File: config.mk
export PLATFORM = sky130hd
export DESIGN_NAME = frontend_top
export DESIGN_NICKNAME = d
export VERILOG_FILES = /design/src/logic/fe_pkg.sv /design/src/logic/fetch_pc_gen.sv /design/src/logic/frontend_top.sv /design/src/logic/inst_buffer.sv /design/src/logic/predecode.sv
export SDC_FILE = /design/constraint.sdc
export NUM_CORES = 2
export LEC_CHECK = 0
export ABC_AREA = 0
export BUFFER_PORTS_ARGS = -buffer_cell sky130_fd_sc_hd__buf_2
export CAP_MARGIN = 20
export CELL_PAD_IN_SITES_DETAIL_PLACEMENT = 1
export CELL_PAD_IN_SITES_GLOBAL_PLACEMENT = 1
export CORE_ASPECT_RATIO = 0.9
export CORE_UTILIZATION = 48
export DETAILED_ROUTE_END_ITERATION = 8
export GPL_TIMING_DRIVEN = 0
export PLACE_DENSITY_LB_ADDON = 0.1
export SETUP_SLACK_MARGIN = 0.05
export SYNTH_ARGS = -nofsm -noshare
export SYNTH_HDL_FRONTEND = slang
export SYNTH_SLANG_ARGS = --single-unit
File: constraint.sdc
create_clock -name clk -period 6 [get_ports clk]
set_input_delay 0.3 -clock clk [delete_from_list [all_inputs] [get_ports clk]]
set_output_delay 0.3 -clock clk [all_outputs]
set_load 0.01 [all_outputs]
File: src/logic/fe_pkg.sv
`default_nettype none

package fe_pkg;

    ////////////////////////////////////////////////////////////
    // widths and queue geometry
    ////////////////////////////////////////////////////////////

    localparam int XLEN       = 32;
    localparam int BUF_DEPTH  = 16;
    // one extra bit so a full queue is told apart from an empty one
    localparam int PTR_W      = 5;
    // entries kept free for lines still in flight when full rises
    localparam int FULL_SLACK = 6;

    localparam logic [XLEN-1:0] RESET_PC = 32'h0000_1000;

    ////////////////////////////////////////////////////////////
    // major opcodes, bits 6:0 of the instruction
    ////////////////////////////////////////////////////////////

    localparam logic [6:0] OPC_ALU_R  = 7'b0110011;
    localparam logic [6:0] OPC_ALU_I  = 7'b0010011;
    localparam logic [6:0] OPC_LOAD   = 7'b0000011;
    localparam logic [6:0] OPC_STORE  = 7'b0100011;
    localparam logic [6:0] OPC_BRANCH = 7'b1100011;
    localparam logic [6:0] OPC_JAL    = 7'b1101111;
    localparam logic [6:0] OPC_JALR   = 7'b1100111;

    // operation class handed to decode
    typedef enum logic [2:0] {
        OPC_CLASS_ALU    = 3'd0,
        OPC_CLASS_LOAD   = 3'd1,
        OPC_CLASS_STORE  = 3'd2,
        OPC_CLASS_BRANCH = 3'd3,
        OPC_CLASS_JUMP   = 3'd4,
        OPC_CLASS_OTHER  = 3'd5
    } op_class_e;

endpackage

`default_nettype wire

File: src/logic/fetch_pc_gen.sv
`timescale 1ns/1ps
`default_nettype none

module fetch_pc_gen
    import fe_pkg::*;
(
    input  wire               clk,
    input  wire               rstn,
    input  wire               i_flush_br,
    input  wire  [XLEN-1:0]   i_redirect_pc,
    input  wire               i_buf_full,
    input  wire  [2*XLEN-1:0] i_fetch_line,
    input  wire               i_icache_miss,
    output logic              o_fetch_req,
    output logic [XLEN-1:0]   o_fetch_pc,
    output logic [XLEN-1:0]   o_pc1,
    output logic [XLEN-1:0]   o_ir1,
    output logic [XLEN-1:0]   o_pc2,
    output logic [XLEN-1:0]   o_ir2,
    output logic [1:0]        o_valid
);

    logic            run_q;
    logic [XLEN-1:0] fetch_pc;
    logic [XLEN-1:0] flight_pc;
    logic            flight_live;
    logic [XLEN-1:0] step_pc;
    logic            line_hit;
    logic            line_miss;

    // first request goes out the cycle after reset is released
    assign o_fetch_req = run_q & ~i_buf_full & ~i_flush_br;
    assign o_fetch_pc  = fetch_pc;

    // odd word start only yields the high word of the line
    assign step_pc   = fetch_pc + (fetch_pc[2] ? XLEN'(4) : XLEN'(8));
    assign line_hit  = flight_live & ~i_icache_miss;
    assign line_miss = flight_live & i_icache_miss;

    always_ff @(posedge clk or negedge rstn) begin
        if (!rstn) begin
            run_q       <= 1'b0;
            fetch_pc    <= RESET_PC;
            flight_pc   <= RESET_PC;
            flight_live <= 1'b0;
        end else begin
            run_q <= 1'b1;
            if (i_flush_br) begin
                // line already in flight is on the old path
                fetch_pc    <= i_redirect_pc;
                flight_live <= 1'b0;
            end else if (line_miss) begin
                // replay the missed pc, drop this cycle's request
                fetch_pc    <= flight_pc;
                flight_live <= 1'b0;
            end else if (o_fetch_req) begin
                flight_pc   <= fetch_pc;
                fetch_pc    <= step_pc;
                flight_live <= 1'b1;
            end else begin
                flight_live <= 1'b0;
            end
        end
    end

    ////////////////////////////////////////////////////////////
    // line alignment into pc/instruction pairs
    ////////////////////////////////////////////////////////////

    always_comb begin
        o_pc1 = flight_pc;
        o_pc2 = flight_pc + XLEN'(4);
        o_ir2 = i_fetch_line[2*XLEN-1:XLEN];
        if (flight_pc[2]) begin
            o_ir1   = i_fetch_line[2*XLEN-1:XLEN];
            o_valid = line_hit ? 2'b10 : 2'b00;
        end else begin
            o_ir1   = i_fetch_line[XLEN-1:0];
            o_valid = line_hit ? 2'b11 : 2'b00;
        end
    end

endmodule

`default_nettype wire

File: src/logic/frontend_top.sv
`timescale 1ns/1ps
`default_nettype none

module frontend_top
    import fe_pkg::*;
(
    input  wire               clk,
    input  wire               rstn,
    // instruction cache side
    output logic              o_fetch_req,
    output logic [XLEN-1:0]   o_fetch_pc,
    input  wire  [2*XLEN-1:0] i_fetch_line,
    input  wire               i_icache_miss,
    // back end control
    input  wire               i_flush_br,
    input  wire  [XLEN-1:0]   i_redirect_pc,
    input  wire               i_issue_stall,
    // decode side
    output logic [1:0]        o_id_valid,
    output logic [XLEN-1:0]   o_id_pc1,
    output logic [XLEN-1:0]   o_id_ir1,
    output op_class_e         o_id_class1,
    output logic [XLEN-1:0]   o_id_pc2,
    output logic [XLEN-1:0]   o_id_ir2,
    output op_class_e         o_id_class2
);

    logic [XLEN-1:0] fetch_pc1;
    logic [XLEN-1:0] fetch_ir1;
    logic [XLEN-1:0] fetch_pc2;
    logic [XLEN-1:0] fetch_ir2;
    logic [1:0]      fetch_valid;

    logic            buf_full;
    logic [XLEN-1:0] buf_pc1;
    logic [XLEN-1:0] buf_ir1;
    logic [XLEN-1:0] buf_pc2;
    logic [XLEN-1:0] buf_ir2;
    logic [1:0]      buf_valid;

    fetch_pc_gen u_fetch (
        .clk           (clk),
        .rstn          (rstn),
        .i_flush_br    (i_flush_br),
        .i_redirect_pc (i_redirect_pc),
        .i_buf_full    (buf_full),
        .i_fetch_line  (i_fetch_line),
        .i_icache_miss (i_icache_miss),
        .o_fetch_req   (o_fetch_req),
        .o_fetch_pc    (o_fetch_pc),
        .o_pc1         (fetch_pc1),
        .o_ir1         (fetch_ir1),
        .o_pc2         (fetch_pc2),
        .o_ir2         (fetch_ir2),
        .o_valid       (fetch_valid)
    );

    inst_buffer u_buffer (
        .clk     (clk),
        .rstn    (rstn),
        .i_pc1   (fetch_pc1),
        .i_ir1   (fetch_ir1),
        .i_pc2   (fetch_pc2),
        .i_ir2   (fetch_ir2),
        .i_valid (fetch_valid),
        .i_flush (i_flush_br),
        .i_stall (i_issue_stall),
        .o_pc1   (buf_pc1),
        .o_ir1   (buf_ir1),
        .o_pc2   (buf_pc2),
        .o_ir2   (buf_ir2),
        .o_valid (buf_valid),
        .o_full  (buf_full)
    );

    predecode u_predecode (
        .clk      (clk),
        .rstn     (rstn),
        .i_flush  (i_flush_br),
        .i_pc1    (buf_pc1),
        .i_ir1    (buf_ir1),
        .i_pc2    (buf_pc2),
        .i_ir2    (buf_ir2),
        .i_valid  (buf_valid),
        .o_valid  (o_id_valid),
        .o_pc1    (o_id_pc1),
        .o_ir1    (o_id_ir1),
        .o_class1 (o_id_class1),
        .o_pc2    (o_id_pc2),
        .o_ir2    (o_id_ir2),
        .o_class2 (o_id_class2)
    );

endmodule

`default_nettype wire

File: src/logic/inst_buffer.sv
`timescale 1ns/1ps
`default_nettype none

module inst_buffer
    import fe_pkg::*;
(
    input  wire             clk,
    input  wire             rstn,
    input  wire  [XLEN-1:0] i_pc1,
    input  wire  [XLEN-1:0] i_ir1,
    input  wire  [XLEN-1:0] i_pc2,
    input  wire  [XLEN-1:0] i_ir2,
    input  wire  [1:0]      i_valid,
    input  wire             i_flush,
    input  wire             i_stall,
    output logic [XLEN-1:0] o_pc1,
    output logic [XLEN-1:0] o_ir1,
    output logic [XLEN-1:0] o_pc2,
    output logic [XLEN-1:0] o_ir2,
    output logic [1:0]      o_valid,
    output logic            o_full
);

    logic [XLEN-1:0]  pc_mem [BUF_DEPTH];
    logic [XLEN-1:0]  ir_mem [BUF_DEPTH];

    // head is the oldest entry, tail the next free slot
    logic [PTR_W-1:0] head;
    logic [PTR_W-1:0] tail;
    logic [PTR_W-1:0] head_p1;
    logic [PTR_W-1:0] tail_p1;

    logic [PTR_W-1:0] stored;
    logic [PTR_W-1:0] in_cnt;
    logic [PTR_W-1:0] total;
    logic [PTR_W-1:0] out_cnt;
    logic [PTR_W-1:0] stored_next;

    logic             wr1;
    logic             wr2;
    logic [XLEN-1:0]  sel_pc1;
    logic [XLEN-1:0]  sel_ir1;
    logic [XLEN-1:0]  sel_pc2;
    logic [XLEN-1:0]  sel_ir2;

    ////////////////////////////////////////////////////////////
    // occupancy
    ////////////////////////////////////////////////////////////

    assign wr1 = i_valid[1];
    assign wr2 = i_valid[1] & i_valid[0];

    assign head_p1 = head + PTR_W'(1);
    assign tail_p1 = tail + PTR_W'(1);

    // pointer difference wraps in PTR_W bits
    assign stored  = tail - head;
    assign in_cnt  = wr2 ? PTR_W'(2) : (wr1 ? PTR_W'(1) : PTR_W'(0));
    assign total   = stored + in_cnt;
    assign out_cnt = (total >= PTR_W'(2)) ? PTR_W'(2) : total;

    always_comb begin
        if (i_flush) begin
            stored_next = '0;
        end else if (i_stall) begin
            stored_next = total;
        end else begin
            stored_next = total - out_cnt;
        end
    end

    ////////////////////////////////////////////////////////////
    // storage, incoming pairs are always queued at tail
    ////////////////////////////////////////////////////////////

    always_ff @(posedge clk) begin
        if (!i_flush && wr1) begin
            pc_mem[tail[PTR_W-2:0]] <= i_pc1;
            ir_mem[tail[PTR_W-2:0]] <= i_ir1;
        end
        if (!i_flush && wr2) begin
            pc_mem[tail_p1[PTR_W-2:0]] <= i_pc2;
            ir_mem[tail_p1[PTR_W-2:0]] <= i_ir2;
        end
    end

    always_ff @(posedge clk or negedge rstn) begin
        if (!rstn) begin
            head <= '0;
            tail <= '0;
        end else if (i_flush) begin
            head <= '0;
            tail <= '0;
        end else begin
            tail <= tail + in_cnt;
            if (!i_stall) begin
                head <= head + out_cnt;
            end
        end
    end

    ////////////////////////////////////////////////////////////
    // read side with bypass of incoming pairs
    ////////////////////////////////////////////////////////////

    // slot order is stored entries first, then incoming slot 1, then slot 2
    always_comb begin
        sel_pc1 = i_pc1;
        sel_ir1 = i_ir1;
        sel_pc2 = i_pc2;
        sel_ir2 = i_ir2;
        if (stored >= PTR_W'(2)) begin
            sel_pc1 = pc_mem[head[PTR_W-2:0]];
            sel_ir1 = ir_mem[head[PTR_W-2:0]];
            sel_pc2 = pc_mem[head_p1[PTR_W-2:0]];
            sel_ir2 = ir_mem[head_p1[PTR_W-2:0]];
        end else if (stored == PTR_W'(1)) begin
            sel_pc1 = pc_mem[head[PTR_W-2:0]];
            sel_ir1 = ir_mem[head[PTR_W-2:0]];
            sel_pc2 = i_pc1;
            sel_ir2 = i_ir1;
        end
    end

    always_ff @(posedge clk) begin
        if (!i_flush && !i_stall) begin
            o_pc1 <= sel_pc1;
            o_ir1 <= sel_ir1;
            o_pc2 <= sel_pc2;
            o_ir2 <= sel_ir2;
        end
    end

    always_ff @(posedge clk or negedge rstn) begin
        if (!rstn) begin
            o_valid <= 2'b00;
        end else if (i_flush || i_stall) begin
            o_valid <= 2'b00;
        end else if (total == PTR_W'(0)) begin
            o_valid <= 2'b00;
        end else if (total == PTR_W'(1)) begin
            o_valid <= 2'b10;
        end else begin
            o_valid <= 2'b11;
        end
    end

    // early full, judged on next cycle's occupancy
    always_ff @(posedge clk or negedge rstn) begin
        if (!rstn) begin
            o_full <= 1'b0;
        end else begin
            o_full <= (stored_next >= PTR_W'(BUF_DEPTH - FULL_SLACK));
        end
    end

endmodule

`default_nettype wire

File: src/logic/predecode.sv
`timescale 1ns/1ps
`default_nettype none

module predecode
    import fe_pkg::*;
(
    input  wire             clk,
    input  wire             rstn,
    input  wire             i_flush,
    input  wire  [XLEN-1:0] i_pc1,
    input  wire  [XLEN-1:0] i_ir1,
    input  wire  [XLEN-1:0] i_pc2,
    input  wire  [XLEN-1:0] i_ir2,
    input  wire  [1:0]      i_valid,
    output logic [1:0]      o_valid,
    output logic [XLEN-1:0] o_pc1,
    output logic [XLEN-1:0] o_ir1,
    output op_class_e       o_class1,
    output logic [XLEN-1:0] o_pc2,
    output logic [XLEN-1:0] o_ir2,
    output op_class_e       o_class2
);

    // class from the major opcode only
    function automatic op_class_e classify(input logic [XLEN-1:0] ir);
        op_class_e cls;
        case (ir[6:0])
            OPC_ALU_R, OPC_ALU_I: cls = OPC_CLASS_ALU;
            OPC_LOAD:             cls = OPC_CLASS_LOAD;
            OPC_STORE:            cls = OPC_CLASS_STORE;
            OPC_BRANCH:           cls = OPC_CLASS_BRANCH;
            OPC_JAL, OPC_JALR:    cls = OPC_CLASS_JUMP;
            default:              cls = OPC_CLASS_OTHER;
        endcase
        return cls;
    endfunction

    always_ff @(posedge clk) begin
        if (i_valid[1]) begin
            o_pc1    <= i_pc1;
            o_ir1    <= i_ir1;
            o_class1 <= classify(i_ir1);
        end
        if (i_valid[0]) begin
            o_pc2    <= i_pc2;
            o_ir2    <= i_ir2;
            o_class2 <= classify(i_ir2);
        end
    end

    always_ff @(posedge clk or negedge rstn) begin
        if (!rstn) begin
            o_valid <= 2'b00;
        end else if (i_flush) begin
            o_valid <= 2'b00;
        end else begin
            o_valid <= i_valid;
        end
    end

endmodule

`default_nettype wire
==> results.json <==
{
  "cp_common_cell": "sky130_fd_sc_hd__buf_2",
  "worst_ep_arrival_time_ns": 6.27,
  "floorplan.rows": 134,
  "post_cts_buffers": 0,
  "drt_pre_antenna_iters": 5,
  "max_freq_mhz": 171,
  "synthCells": 4602,
  "num_vias": 48300,
  "finalHoldWorstSlack_ns": 0.0502,
  "timing.critical_path.from_type": "register",
  "ys_seq_area_share_pct": 56.3,
  "dieWidth_um": 411,
  "gr-total-overflow": 0,
  "number_of_setup_violations_in_the_final_report": 0,
  "final_nets": 5289,
  "postSynthRegisterBits": 1367,
  "power.density_cell_area_nw_per_um2": 387,
  "dominantRegCellSynth": "sky130_fd_sc_hd__edfxtp_1",
  "number_of_global_route_vias_before_repair": 49500,
  "grtUsageTotal_pct": 35.0,
  "clk_pin_slew_ns": 0.07,
  "tritoncts.num_buffers": 150,
  "grt_setup_unrepaired": "no",
  "maxSlewHeadroom_pct": 13.0,
  "route.detailed.wl_per_inst_um": 36.5,
  "min_period_ns": 5.85,
  "synth_cell_type_count": 59,
  "cts-root-to-sink-buffers": 3,
  "clock_latency_ns": 0.79,
  "first_pass_grt_wire_length_um": 372000,
  "worst_hold_path_type": "input pin to asynchronous set/reset pin",
  "power.ir.vdd_worst_mv": 0.320,
  "yosys_warnings": 0,
  "path_max_fanout": 10,
  "cp.required_ns": 6.42,
  "synth_enable_flop_cells": 1286,
  "timing_hold_violations_final": 0,
  "run_status": "completed",
  "io_buffers": 237,
  "grt_max_degree": 60,
  "rr_worst_depth": 12,
  "drt-vias-per-instance": 6.65,
  "ys_async_sr_fraction_pct": 5.93,
  "fp.coreArea_um2": 149000,
  "worstSetupPathType": "register to register",
  "static-leakage-power_nw": 27.4,
  "cap_violations": 0,
  "initialDrtViolationCount": 7043,
  "endpoint_class_of_the_critical_path": "register",
  "floorplan.die.height_um": 370,
  "place_congestion": 0.875,
  "final_max_slew_viol_count": 0,
  "tightestPinTransition_ns": 1.31,
  "period_share_pct": 97.6,
  "cp_slowest_cell": "sky130_fd_sc_hd__buf_1",
  "grt_antenna_before_repair": 13,
  "post-route-drc-count": 0,
  "layout-area-overhead-vs-synth_pct": 16.0,
  "skew_ns": 0.0256,
  "cts_root_buffer": "sky130_fd_sc_hd__clkbuf_16",
  "drive_gt1_share_pct": 37.1,
  "rrSetupSlack_ns": 0.15,
  "timing.setup.tns_ns": 0,
  "hpwlAfterDp_um": 186000,
  "crit_path_cell_trace": "buf_2 -> buf_6 -> buf_2 -> inv_1 -> fa_1 -> nand3_1 -> and3_1 -> nor2_1 -> nor4_4 -> buf_2 -> buf_1 -> a21oi_1",
  "totalWireLength_um": 265000,
  "clock_sinks": 1367,
  "tritoncts": "yes",
  "synth.cell_area_um2": 72200,
  "syn_avg_cell_area_um2": 15.7,
  "htree_num_levels": 4,
  "drtAntennaViolNets": 0,
  "ioPinCount": 270,
  "initial_utilization_pct": 48.5,
  "timing.critical_path.slowest_cell_delay_ns": 0.90,
  "fp.dieArea_um2": 152000
}
[final timing paths]
path,end,start
setup reg to reg,u_buffer.o_ir2[21]$_DFFE_PP_,u_buffer.head[1]$_DFFE_PN0P_
setup / recovery,u_buffer.o_ir2[21]$_DFFE_PP_,u_buffer.head[1]$_DFFE_PN0P_
hold / removal,u_fetch.o_pc1[4]$_DFFE_PN0P_,rstn
max in group asynchronous,u_fetch.o_fetch_pc[12]$_DFFE_PN1P_,rstn
min in group clk,u_buffer.ir_mem[15][22]$_DFFE_PP_,i_fetch_line[54]
hold reg to reg,u_predecode.o_ir1[23]$_DFFE_PP_,u_buffer.o_ir1[23]$_DFFE_PP_
[synth_stat cells, types with 3 or more instances]
cell type,number,area share [%]
sky130_fd_sc_hd__nor3_1,12,0.083
sky130_fd_sc_hd__nor4_4,3,0.088
sky130_fd_sc_hd__dfrtp_1,79,2.7
sky130_fd_sc_hd__a31oi_1,4,0.035
sky130_fd_sc_hd__fa_1,4,0.11
sky130_fd_sc_hd__mux2_2,579,9.0
sky130_fd_sc_hd__clkbuf_1,507,2.6
sky130_fd_sc_hd__o221ai_1,3,0.036
sky130_fd_sc_hd__or3_1,4,0.035
sky130_fd_sc_hd__or4_1,3,0.031
sky130_fd_sc_hd__ha_1,17,0.29
sky130_fd_sc_hd__a21oi_1,185,1.3
sky130_fd_sc_hd__nand4_1,13,0.11
sky130_fd_sc_hd__nor2b_1,11,0.095
sky130_fd_sc_hd__a21o_1,3,0.031
sky130_fd_sc_hd__a22oi_1,5,0.052
sky130_fd_sc_hd__and2_1,16,0.14
sky130_fd_sc_hd__nand3_1,29,0.20
sky130_fd_sc_hd__nor4_1,4,0.035
sky130_fd_sc_hd__a2bb2oi_1,3,0.036
sky130_fd_sc_hd__mux4_2,640,20
sky130_fd_sc_hd__nand2b_1,10,0.087
sky130_fd_sc_hd__buf_4,14,0.15
sky130_fd_sc_hd__o2bb2ai_1,3,0.036
sky130_fd_sc_hd__xor2_1,61,0.74
sky130_fd_sc_hd__buf_1,33,0.17
sky130_fd_sc_hd__buf_2,123,0.85
sky130_fd_sc_hd__a211oi_1,4,0.042
sky130_fd_sc_hd__clkbuf_2,5,0.035
sky130_fd_sc_hd__edfxtp_1,1286,53
sky130_fd_sc_hd__o21ai_0,75,0.52
sky130_fd_sc_hd__o21a_1,3,0.031
sky130_fd_sc_hd__mux2i_1,71,0.98
sky130_fd_sc_hd__nand2_1,316,1.6
sky130_fd_sc_hd__and3_1,25,0.22
sky130_fd_sc_hd__buf_6,4,0.062
sky130_fd_sc_hd__xnor2_1,198,2.4
sky130_fd_sc_hd__inv_1,34,0.18
sky130_fd_sc_hd__nor2_1,183,0.95
[registers in the layout (all words and copies together), names as in the netlist, 32 cells and up]
name,cells
u_buffer.o_ir1,32
u_predecode.o_ir1,32
u_predecode.o_pc2,32
u_predecode.o_pc1,32
u_buffer.o_ir2,32
u_fetch.o_fetch_pc,32
u_buffer.o_pc1,32
u_buffer.o_pc2,32
u_predecode.o_ir2,32
u_fetch.o_pc1,32
u_buffer.ir_mem,512
u_buffer.pc_mem,512
[per-stage QoR]
stage | util, % | instances | worst slack, ns | area (um^2) | power [W]
6_report | 56.3 | 7260 | 0.147 | 83800 | 0.0325
5_1_grt | 56.3 | 7260 | 0.181 | 83800 | 0.0333
4_1_cts | 56.2 | 7248 | 0.232 | 83700 | 0.0323
3_5_place_dp | 52.6 | 6912 | -0.639 | 78300 | 0.0231
3_3_place_gp | 51.0 | 6813 | -9.71 | 75900 | 0.0228
2_1_floorplan | - | 4604 | -0.451 | 72200 | 0.0191
[cells by family (layout without fill, tap and decap cells)]
group,count (synthesis),count (layout),share of synthesized area [%]
AO/OA/AOI/OAI,305,305,2.30
XOR/XNOR,261,261,3.19
adder cells (fa/ha/maj),21,21,0.405
buffers and inverters,720,1403,4.08
flip-flops,1367,1367,56.3
multiplexers,1290,1290,30.0
other,2,5,0.0104
AND/OR/NAND/NOR,636,636,3.79
[timing repair]
action | CTS | global route
endpoints found under the setup margin | 84 | 1
endpoints found under the hold margin | 305 | 0
resized for setup | 2 | 0
hold buffers | 65 | 0
[per-layer routing]
| layer | vias up | routed length (um) | GRT usage (%) | part of all wire, % |
|---|---|---|---|---|
| met2 | 3126 | 120000 | 52.9 | 45 |
| met5 | - | 60 | 0 | 0.023 |
| met3 | 541 | 27900 | 7.50 | 11 |
| li1 | 18900 | - | - | - |
| met1 | 25700 | 107000 | 50.2 | 40 |
| met4 | 10 | 9510 | 12.3 | 3.6 |
[where the power goes]
part / internal [W] / switching [W]
sequential: 0.0119 / 0.000492
combinational: 0.00442 / 0.00641
clock: 0.00519 / 0.00404
[cell usage in the layout, fill, tap and decap left out, drive strengths merged, types with 25 or more instances in the layout]
master       synthesis  routed
xor2                61      61
buf                174     523
a21oi              185     185
clkinv               0      55
and3                25      25
nor2               183     183
inv                 34      43
dfrtp               79      79
clkbuf             512     710
mux2i               71      71
xnor2              200     200
nand2              316     316
mux2               579     579
edfxtp            1286    1286
mux4               640     640
dlygate4sd3          0      64
nand3               29      29
o21ai               75      75
[worst max-delay path: cells and delay by family (launching register included)]
kind / cells / cell delay (ns)
buffers and inverters: 6 / 2.87
AND/OR/NAND/NOR: 4 / 1.26
adder cells (fa/ha/maj): 1 / 0.51
flip-flops: 1 / 0.48
AO/OA/AOI/OAI: 1 / 0.33
[final cells by class]
cell class	instances	area, um^2
Fill cell	14000	65100
Sequential cell	1367	40700
Multi-Input combinational cell	2517	28800
Timing Repair Buffer	413	4180
Clock buffer	200	4130
Buffer	684	2820
Tap cell	1972	2470
Clock inverter	72	599
Inverter	34	128
Antenna cell	1	2.50
Note: power is estimated with default switching activity, not from simulation.
